[src/gamePkg.sv]
`default_nettype none

package gamePkg;

  // Phase lengths, counted in ticks of the one-second clock
  localparam int prelimSeconds = 3;
  localparam int gameSeconds   = 20;
  localparam int answerSeconds = 3;
  localparam int postSeconds   = 5;

  // The outcome is decided on the second right after the post phase
  localparam int decisionSecond = prelimSeconds + gameSeconds + answerSeconds + postSeconds;

  // A miss smaller than this still advances the level
  localparam int winMargin = 3;

  // Symbol counts, answers and their difference share one width
  localparam int countWidth = 7;

  // Level number and its ceiling
  localparam int levelWidth = 5;
  localparam int maxLevel   = 31;

  // Second counter of the sequencer, wide enough to reach decisionSecond
  localparam int durationWidth = 5;

  // Any nonzero value keeps the LFSR out of its lock-up state
  localparam logic [15:0] lfsrSeed = 16'hACE1;

endpackage

`default_nettype wire

[src/levelPhaseIf.sv]
`default_nettype none

interface levelPhaseIf;
  import gamePkg::*;

  // One-hot phase levels, all low on the decision second
  logic                  prelimPeriod;
  logic                  gamePeriod;
  logic                  answerPeriod;
  logic                  postPeriod;

  // Countdown shown during the prelim phase, 3 down to 1
  logic [2:0]            countDownTime;

  logic [levelWidth-1:0] level;
  // One-cycle pulse on a won decision
  logic                  levelChng;

  modport ctrl (
    output prelimPeriod, gamePeriod, answerPeriod, postPeriod,
    output countDownTime, level, levelChng
  );

  modport observer (
    input prelimPeriod, gamePeriod, answerPeriod, postPeriod,
    input countDownTime, level, levelChng
  );

endinterface

`default_nettype wire

[src/answerTally.sv]
`default_nettype none

module answerTally (
  input  logic                           Clk1hz,
  input  logic                           rstN,
  input  logic [gamePkg::countWidth-1:0] answerValue,
  input  logic                           answerStrobe,
  input  logic [gamePkg::countWidth-1:0] shownCount,
  levelPhaseIf.observer                  phase,
  output logic [gamePkg::countWidth-1:0] symCountDiff
);
  import gamePkg::*;

  logic [countWidth-1:0] heldAnswer;
  logic [countWidth-1:0] nextAnswer;
  logic                  takeAnswer;

  // Strobes count only inside the answer window
  assign takeAnswer = answerStrobe && phase.answerPeriod;
  assign nextAnswer = takeAnswer ? answerValue : heldAnswer;

  always_ff @(posedge Clk1hz) begin
    if (!rstN) begin
      heldAnswer <= '0;
    end else if (phase.prelimPeriod) begin
      // Silence during the answer phase means an answer of 0
      heldAnswer <= '0;
    end else if (takeAnswer) begin
      heldAnswer <= answerValue;
    end
  end

  // The difference follows every answer-phase edge, so it is final on entry to the
  // post phase and then holds through the decision second
  always_ff @(posedge Clk1hz) begin
    if (!rstN) begin
      symCountDiff <= '0;
    end else if (phase.answerPeriod) begin
      if (shownCount >= nextAnswer) begin
        symCountDiff <= shownCount - nextAnswer;
      end else begin
        symCountDiff <= nextAnswer - shownCount;
      end
    end
  end

  // The sequencer samples the difference at the end of the post phase
  diffStableInPost : assert property (
    @(posedge Clk1hz) disable iff (!rstN)
    phase.postPeriod |=> $stable(symCountDiff)
  ) else $error("symCountDiff changed during the post phase");

endmodule

`default_nettype wire

[src/levelControl.sv]
`default_nettype none

module levelControl (
  input  logic                           Clk1hz,
  input  logic                           rstN,
  input  logic [gamePkg::countWidth-1:0] symCountDiff,
  levelPhaseIf.ctrl                      phase,
  output logic                           loss
);
  import gamePkg::*;

  logic [durationWidth-1:0] durationCnt;
  logic                     inPrelim;
  logic                     inGame;
  logic                     inAnswer;
  logic                     inPost;
  logic                     atDecision;
  logic                     isWin;

  // Each phase window is its own range of the second counter
  assign inPrelim   = durationCnt < durationWidth'(prelimSeconds);
  assign inGame     = (durationCnt >= durationWidth'(prelimSeconds)) &&
                      (durationCnt < durationWidth'(prelimSeconds + gameSeconds));
  assign inAnswer   = (durationCnt >= durationWidth'(prelimSeconds + gameSeconds)) &&
                      (durationCnt < durationWidth'(prelimSeconds + gameSeconds
                                                    + answerSeconds));
  assign inPost     = (durationCnt >= durationWidth'(prelimSeconds + gameSeconds
                                                     + answerSeconds)) &&
                      (durationCnt < durationWidth'(decisionSecond));
  assign atDecision = durationCnt == durationWidth'(decisionSecond);
  assign isWin      = symCountDiff < countWidth'(winMargin);

  always_ff @(posedge Clk1hz) begin
    if (!rstN) begin
      durationCnt         <= '0;
      phase.prelimPeriod  <= 1'b0;
      phase.gamePeriod    <= 1'b0;
      phase.answerPeriod  <= 1'b0;
      phase.postPeriod    <= 1'b0;
      phase.countDownTime <= '0;
      phase.level         <= '0;
      phase.levelChng     <= 1'b0;
      loss                <= 1'b0;
    end else if (!loss) begin
      // Outputs follow the counter value of the cycle just ending
      phase.prelimPeriod  <= inPrelim;
      phase.gamePeriod    <= inGame;
      phase.answerPeriod  <= inAnswer;
      phase.postPeriod    <= inPost;
      phase.countDownTime <= inPrelim ? 3'(prelimSeconds - durationCnt) : 3'd0;
      phase.levelChng     <= 1'b0;

      if (atDecision) begin
        if (isWin) begin
          phase.levelChng <= 1'b1;
          if (phase.level != levelWidth'(maxLevel)) begin
            phase.level <= phase.level + 1'b1;
          end
          // Next countdown begins on the following cycle
          durationCnt <= '0;
        end else begin
          // A lost game freezes everything until reset
          loss <= 1'b1;
        end
      end else begin
        durationCnt <= durationCnt + 1'b1;
      end
    end
  end

  // At most one phase level is high in any cycle
  onePhaseAtMost : assert property (
    @(posedge Clk1hz)
    $onehot0({phase.prelimPeriod, phase.gamePeriod, phase.answerPeriod, phase.postPeriod})
  ) else $error("more than one phase level is active");

  // Level change is a single-cycle pulse
  levelChngPulse : assert property (
    @(posedge Clk1hz) disable iff (!rstN)
    phase.levelChng |=> !phase.levelChng
  ) else $error("levelChng held high for two cycles");

  // Loss is sticky until reset
  lossSticky : assert property (
    @(posedge Clk1hz) disable iff (!rstN)
    loss |=> loss
  ) else $error("loss dropped without reset");

endmodule

`default_nettype wire

[src/memoryGameTop.sv]
`default_nettype none

module memoryGameTop (
  input  logic                           Clk1hz,
  input  logic                           rstN,
  input  logic [gamePkg::countWidth-1:0] answerValue,
  input  logic                           answerStrobe,
  output logic                           prelimPeriod,
  output logic                           gamePeriod,
  output logic                           answerPeriod,
  output logic                           postPeriod,
  output logic [2:0]                     countDownTime,
  output logic [gamePkg::levelWidth-1:0] level,
  output logic                           levelChng,
  output logic                           loss,
  output logic                           symbolShown
);
  import gamePkg::*;

  logic [countWidth-1:0] shownCount;
  logic [countWidth-1:0] symCountDiff;

  levelPhaseIf phaseBus ();

  levelControl u_levelControl (
    .Clk1hz       (Clk1hz),
    .rstN         (rstN),
    .symCountDiff (symCountDiff),
    .phase        (phaseBus.ctrl),
    .loss         (loss)
  );

  symbolSource u_symbolSource (
    .Clk1hz      (Clk1hz),
    .rstN        (rstN),
    .phase       (phaseBus.observer),
    .symbolShown (symbolShown),
    .shownCount  (shownCount)
  );

  answerTally u_answerTally (
    .Clk1hz       (Clk1hz),
    .rstN         (rstN),
    .answerValue  (answerValue),
    .answerStrobe (answerStrobe),
    .shownCount   (shownCount),
    .phase        (phaseBus.observer),
    .symCountDiff (symCountDiff)
  );

  // Phase bus fanned out to the pins
  assign prelimPeriod  = phaseBus.prelimPeriod;
  assign gamePeriod    = phaseBus.gamePeriod;
  assign answerPeriod  = phaseBus.answerPeriod;
  assign postPeriod    = phaseBus.postPeriod;
  assign countDownTime = phaseBus.countDownTime;
  assign level         = phaseBus.level;
  assign levelChng     = phaseBus.levelChng;

endmodule

`default_nettype wire

[src/symbolSource.sv]
`default_nettype none

module symbolSource (
  input  logic                           Clk1hz,
  input  logic                           rstN,
  levelPhaseIf.observer                  phase,
  output logic                           symbolShown,
  output logic [gamePkg::countWidth-1:0] shownCount
);
  import gamePkg::*;

  logic [15:0] lfsr;
  logic [8:0]  flashThreshold;
  logic        lfsrFeedback;

  // Galois form of x^16 + x^14 + x^13 + x^11 + 1
  assign lfsrFeedback = lfsr[0];

  always_ff @(posedge Clk1hz) begin
    if (!rstN) begin
      lfsr <= lfsrSeed;
    end else begin
      lfsr <= {1'b0, lfsr[15:1]} ^ (lfsrFeedback ? 16'hB400 : 16'h0000);
    end
  end

  // Base chance of 48/256 per second, rising by 8/256 for every level.
  // From level 26 on every game second flashes.
  assign flashThreshold = 9'd48 + {1'b0, phase.level, 3'b000};

  assign symbolShown = phase.gamePeriod && ({1'b0, lfsr[7:0]} < flashThreshold);

  // The count is idle during the countdown, which clears it for the coming game phase
  always_ff @(posedge Clk1hz) begin
    if (!rstN) begin
      shownCount <= '0;
    end else if (phase.prelimPeriod) begin
      shownCount <= '0;
    end else if (symbolShown) begin
      shownCount <= shownCount + 1'b1;
    end
  end

  // A cleared count gains at most one per game second and never passes the game length
  countWithinGame : assert property (
    @(posedge Clk1hz) disable iff (!rstN)
    shownCount <= countWidth'(gameSeconds)
  ) else $error("shownCount exceeds the number of game seconds");

endmodule

`default_nettype wire

[config.mk]
export PLATFORM = sky130hd
export DESIGN_NAME = memoryGameTop
export DESIGN_NICKNAME = d
export VERILOG_FILES = /design/src/gamePkg.sv /design/src/levelPhaseIf.sv /design/src/answerTally.sv /design/src/levelControl.sv /design/src/memoryGameTop.sv /design/src/symbolSource.sv
export SDC_FILE = /design/constraint.sdc
export NUM_CORES = 1
export LEC_CHECK = 0
export ABC_AREA = 1
export BUFFER_PORTS_ARGS = -buffer_cell sky130_fd_sc_hd__buf_4
export CORE_ASPECT_RATIO = 1.25
export CORE_UTILIZATION = 55
export CTS_BUF_LIST = sky130_fd_sc_hd__clkbuf_4
export DETAILED_ROUTE_END_ITERATION = 16
export HOLD_SLACK_MARGIN = 0.1
export MAX_ROUTING_LAYER = met4
export PLACE_DENSITY = 0.75
export REMOVE_ABC_BUFFERS = 1
export SETUP_SLACK_MARGIN = 0.5
export SLEW_MARGIN = 15
export SYNTH_ARGS = -nofsm -noshare
export SYNTH_HDL_FRONTEND = slang
export SYNTH_HIERARCHICAL = 1
export SYNTH_SLANG_ARGS = --single-unit
[constraint.sdc]
create_clock -name Clk1hz -period 1.9 [get_ports Clk1hz]
set_input_delay 0.285 -clock Clk1hz [delete_from_list [all_inputs] [get_ports Clk1hz]]
set_output_delay 0.285 -clock Clk1hz [all_outputs]
set_load 0.1 [all_outputs]
# Yosys cells after proc, flatten, opt, wreduce, memory -nomap -nowiden
# Cells that the tools add are included.
classes:
  n_bitwise: 3
  n_reduce_logical: 8
  n_mux: 11
  magnitude_cmp: 10
  n_eq_ne: 3
  addsub: 7
op_table:
  columns: ["op", "n"]
  rows:
  - ["16-bit two-way mux", 1]
  - ["15-bit by 16-bit XOR with 16-bit output", 1]
  - ["5-bit less-than comparator (second input constant)", 3]
  - ["7-bit two-way mux", 2]
  - ["7-bit subtractor", 2]
  - ["5-bit by 1-bit adder with 5-bit output (second input constant)", 2]
  - ["5-bit >= comparator (second input constant)", 2]
  - ["5-bit two-way mux", 2]
  - ["6-bit by 8-bit adder with 9-bit output (first input constant)", 1]
  - ["8-bit by 9-bit less-than comparator with 1-bit output", 1]
  - ["7-bit by 1-bit adder with 7-bit output (second input constant)", 1]
  - ["7-bit >= comparator", 1]
  - ["7-bit by 2-bit less-than comparator with 1-bit output (second input constant)", 1]
  - ["5-bit == test (second input constant)", 1]
  - ["5-bit by 2-bit >= comparator with 1-bit output (second input constant)", 1]
  - ["1-bit logical AND", 5]
  - ["5-bit by 2-bit less-than comparator with 1-bit output (second input constant)", 1]
  - ["1-bit two-way mux", 5]
  - ["5-bit != test (second input constant)", 1]
  - ["4-bit AND reduction", 1]
  - ["3-bit two-way mux", 1]
  - ["2-bit by 3-bit subtractor with 3-bit output (first input constant)", 1]
  - ["2-bit != test (second input constant)", 1]
  - ["1-bit NOT", 2]
  - ["2 further kinds", 2]
totals:
  elab_cells: 55
  inputBits: 10
  regBits: 56

# Longest topological paths before layout
depth:
  ltp_word: 4
  mapped_depth: 16
  depth_no_buf: 14

# By module
# Netlist, hierarchy kept.
by_module_without_submodules:
  columns: ["module", "n_inst", "area_per_inst_um2", "cells_each"]
  rows:
  - ["answerTally", 1, 1173.6, 189]
  - ["symbolSource", 1, 1064.8, 136]
  - ["levelControl", 1, 948.4, 130]

# Worst setup path before layout
# No wires, ideal clock.
synth_path:
  path_kind: "register to output"
  from: "register u_levelControl.phase.level[3]"
  to: "output port symbolShown"
  arrival_time_ns: 2.883
  path_stages_with_launch: 9
  n_path_buf: 0
  required_time_ns: 1.615
  slack_ns: -1.268
  cell_sequence: "dfxtp_1 o21ai_0 xor2_1 ha_1 a21oi_1 nand2_1 nand2_4 nand3_2 inv_1"
synth_between:
  elab_chain_len: 3
synth_lines:
  columns: ["item", "line_no", "source"]
  rows:
  - ["start, declared", "levelPhaseIf.sv:21", "output countDownTime, level, levelChng"]
  - ["start signal, assigned", "levelControl.sv:57", "phase.level <= phase.level + 1'b1;"]
  - ["6-bit by 8-bit adder with 9-bit output", "symbolSource.sv:29", "assign flashThreshold = 9'd48 + {1'b0, phase.level, 3'b000};"]
  - ["8-bit by 9-bit less-than comparator with 1-bit output", "symbolSource.sv:31", "assign symbolShown = phase.gamePeriod && ({1'b0, lfsr[7:0]} < flashThreshold);"]
  - ["1-bit logical AND", "symbolSource.sv:31", null]
  - ["end, declared", "memoryGameTop.sv:16", "output logic symbolShown"]
# Every way passes these cells.

# Worst setup path after layout
layout_path:
  from: "register u_levelControl.phase.level[2]"
  to: "output port symbolShown"
# The elaborated chain is that of the path after synthesis.

==> summary.md <==
| Metric | Value |
|---|---|
| Seq pwr share | 0.585 |
| Root Buffer | clkbuf_4 |
| Combinational Power Share | 0.159 |
| Most used flip-flop cell after synthesis | dfxtp_1 |
| DRT Pass-1 Iters | 5 |
| Final Cycle Share | 1.21 |
| Crit-path cells | inv_1, ha_2, buf_4, buf_4, buf_4, nor2_4, inv_2, nand2_4, nand3_4, inv_2, buf_12 |
| Seq. cell area | between 1000 and 1500 sq um |
| Area leader, netlist | dfxtp_1 |
| Yosys reg bits | 56 |
| CP dominant cell by count | buf_4 |
| Leading cell types in the layout, fill and taps excluded | nand2_1 (86), buf_4 (72), inv_1 (56) |
| Peak supply drop | 0.495 mV |
| Ports | 25 |
| Final HPWL DP | 5560 um |
| Die ar. | slightly above 6000 sq um |
| Gr usage total | 0.280 |
| Area Overhead vs Synth | 52.8% |
| Final ANT Viol Nets | 0 |
| Initial Util | 0.578 |
| Initial antenna violation count | 0 |
| Largest net degree at the start of global routing | 21 |
| Die X | 70.1 um |
| Top delay family on crit path | buffers and inverters |
| WP data required | 1620 ps |
| Setup Skew | 31.5 ps |
| Critical path class | reg -> out |
| Count of input and output buffers | 24 |
| Violated checks | negative setup slack |
| P_leak | around 2.2 nW |
| Clk pwr share | 0.256 |
| Max-Cap Viols | 0 |
| # H-tree levels | 2 |
| Area fraction of the dominant cell type after synthesis | 0.352 |
| Status | finished, violations left |
| Count of different cell masters after synthesis | 39 |
| WL met2 | 5780 um |
| Final Power | 2.13 mW |
| Die height | 87.1 um |
| Commonest non-fill, non-tap cell in the layout | nand2_1 |
| Layout cells sized above 1 | 0.455 |
| RSZ-0062 raised after global routing | yes |
| ANT cells | 0 |
| Worst R2R Setup Slack | -240 ps |
| DRC violation count after routing | 0 |
| Internal power | 1.49 mW |
| Final Max Slew Viols | 0 |
| Asr flop ratio synth | 0 |
| Finished Cell Area | around 4900 sq um |
| Wire length on met3 | about 430 um |
| Slew Limit Headroom | 0.730 |
| Core outline area | 5520 sq um |
| Hold depth | 3 |
| Worst-case reg-to-reg path depth | 16 |
| Post-synth EDFFs | 0 |
| Wirelength per Cell | 16.7 um |
| CP max-delay cell | dfxtp_2 |
| Multi-input gate area | 2360 sq um |
| Slowest stage delay, CP | around 380 ps |
| Via density | between 5 and 6 |
| Clk slew on worst S/H paths | 170 ps |
| Remaining global-route overflow | 0 |
| Final setup fails | 15 |
| Vias in the first global route | 3035 |
| Worst hold start | rstN |
| Metal1 wirelength | around 3700 um |
| Crit. End Element | output port |
| Worst Tran Pin Value | roughly 400 ps |
| Reg-to-Reg Start | u_levelControl/phase.level[2] |
| Fillers | 273 |
| Top layer in use | met4 |
| CTS Sinks | between 50 and 60 |
| Worst path bufs/invs | 7 |
| Post-Route WL | around 10000 um |
| CTS tree | built |
| GPL Wtd Cong | 0.930 |
| First-pass GRT wire length | 13200 um |
| Syn Inst Count | 455 |
| Synthesized cell area | 3190 sq um |
| Worst setup SP type | register |
| FP Rows | 30 |
| Seq/Total Area, Yosys | 0.352 |
| Hold Path Sink | u_answerTally/symCountDiff[0] |
| CTS Buf Count | 5 |
| Area contributors post-synth | dfxtp_1 (35%), nand2_1 (14%), inv_1 (7.5%) |
| Worst hold path type | in -> reg |
| Avg Cell Area, Syn | 7.00 sq um |
| Routed via count | about 3500 |
| Synth warn | 6 |
| Worst R2R End | u_symbolSource/shownCount[2] |
| Fin worst setup slack | -399 ps |
| Crit path DAT | 2010 ps |
| Worst-path maximum fanout | 3 |
| Hold Fails Final Rpt | 0 |
| Deepest clock path buffer count | 2 |
| Fmax | 435 MHz |
| Placed instance area | 3740 sq um |
| Initial drt markers | 203 |
| P_sw | 0.633 mW |
| Sw Share | 0.298 |
| Worst skew pair latency | just under 400 ps |
| PwrDens | 437 nW/um^2 |
| Final nets | 583 |
| Post-layout min period | about 2300 ps |
[synthesized netlist by cell type, drive strengths merged, types with 3 or more instances]
cell type and number:
nor3 3, dfxtp 56, nand2 125, nand3 44, a21oi 28, ha 17, nor2 57, buf 6
inv 67, xor2 7, nand4 8, clkbuf 3, or2 7, o21ai 19
[worst min-delay path, stage by stage]
cell and delay, ps:
buf_4 140, o21ai_0 70, a21oi_1 40
[cell families after synthesis]
kind of cell	Yosys count	share of synthesized area
DFF	56	0.352
buffers and inverters	77	0.103
adders and majority gates	18	0.0730
AOI/OAI and AO/OA	50	0.0828
xor gates and xnor gates	8	0.0220
muxes	1	0.00314
and+or+nand+nor	245	0.364
[state kept, by name (all words and copies together), names as in the netlist]
register / flops
u_levelControl/phase.levelChng: 1
u_symbolSource/shownCount: 7
u_levelControl/phase.countDownTime: 3
u_levelControl/loss: 1
u_levelControl/phase.gamePeriod: 1
u_levelControl/phase.prelimPeriod: 1
u_answerTally/heldAnswer: 7
u_symbolSource/lfsr: 16
u_answerTally/symCountDiff: 7
u_levelControl/phase.answerPeriod: 1
u_levelControl/durationCnt: 5
u_levelControl/phase.postPeriod: 1
u_levelControl/phase.level: 5
[repair_timing]
action	CTS	global route
cloned	1	0
setup buffers	11	18
hold buffers	0	0
endpoints found under the setup margin	35	34
gates resized for setup	87	112
pin swaps	28	34
[power groups by stage]
stage               registers, mW  logic [mW]  clock network (mW)
CTS                          1.24       0.294               0.554
global placement             1.26       0.261                   0
floorplan                    1.33       0.112                   0
finish                       1.24       0.338               0.544
global route                 1.25       0.357               0.590
detailed placement           1.27       0.264                   0
[routing by layer]
| layer | vias up | GRT usage |
|---|---|---|
| met5 | - | - |
| met4 | 0 | 0.118 |
| met3 | 42 | 0.0301 |
| met2 | 147 | 0.528 |
| met1 | 1644 | 0.296 |
| li1 | 1646 | - |
[worst max-delay path by stage]
stage | from | to | slack (ps) | cells past startpoint
after CTS | u_levelControl/phase.level[2] | symbolShown | -360 | 10
final | u_levelControl/phase.level[2] | symbolShown | -400 | 11
after detailed placement | answerStrobe | u_answerTally/symCountDiff[1] | -250 | 15
after floorplan | u_levelControl/phase.level[3] | symbolShown | -1270 | 8
after global placement | answerStrobe | u_answerTally/symCountDiff[2] | -210 | 15
after global routing | u_levelControl/phase.level[2] | symbolShown | -460 | 10
[layout make-up]
type                    count  area share
flip-flops and latches     56       0.236
multi-input cells         323       0.486
clock inverters             2     0.00283
well taps                  64      0.0164
clock buffers               6     0.00925
repair buffers            101       0.196
inverters                  68      0.0545
[through the flow]
stage,hold WS [ps],setup TNS [ps],worst slack (ps),std cells,utilization
finish,212,-2190,-399,620,0.882
global route,226,-3250,-458,620,0.882
CTS,203,-808,-360,602,0.770
detailed placement,398,-1530,-252,582,0.678
global placement,396,-1230,-211,582,0.678
floorplan,354,-12800,-1270,446,-
(Power assumes the default switching activity.)
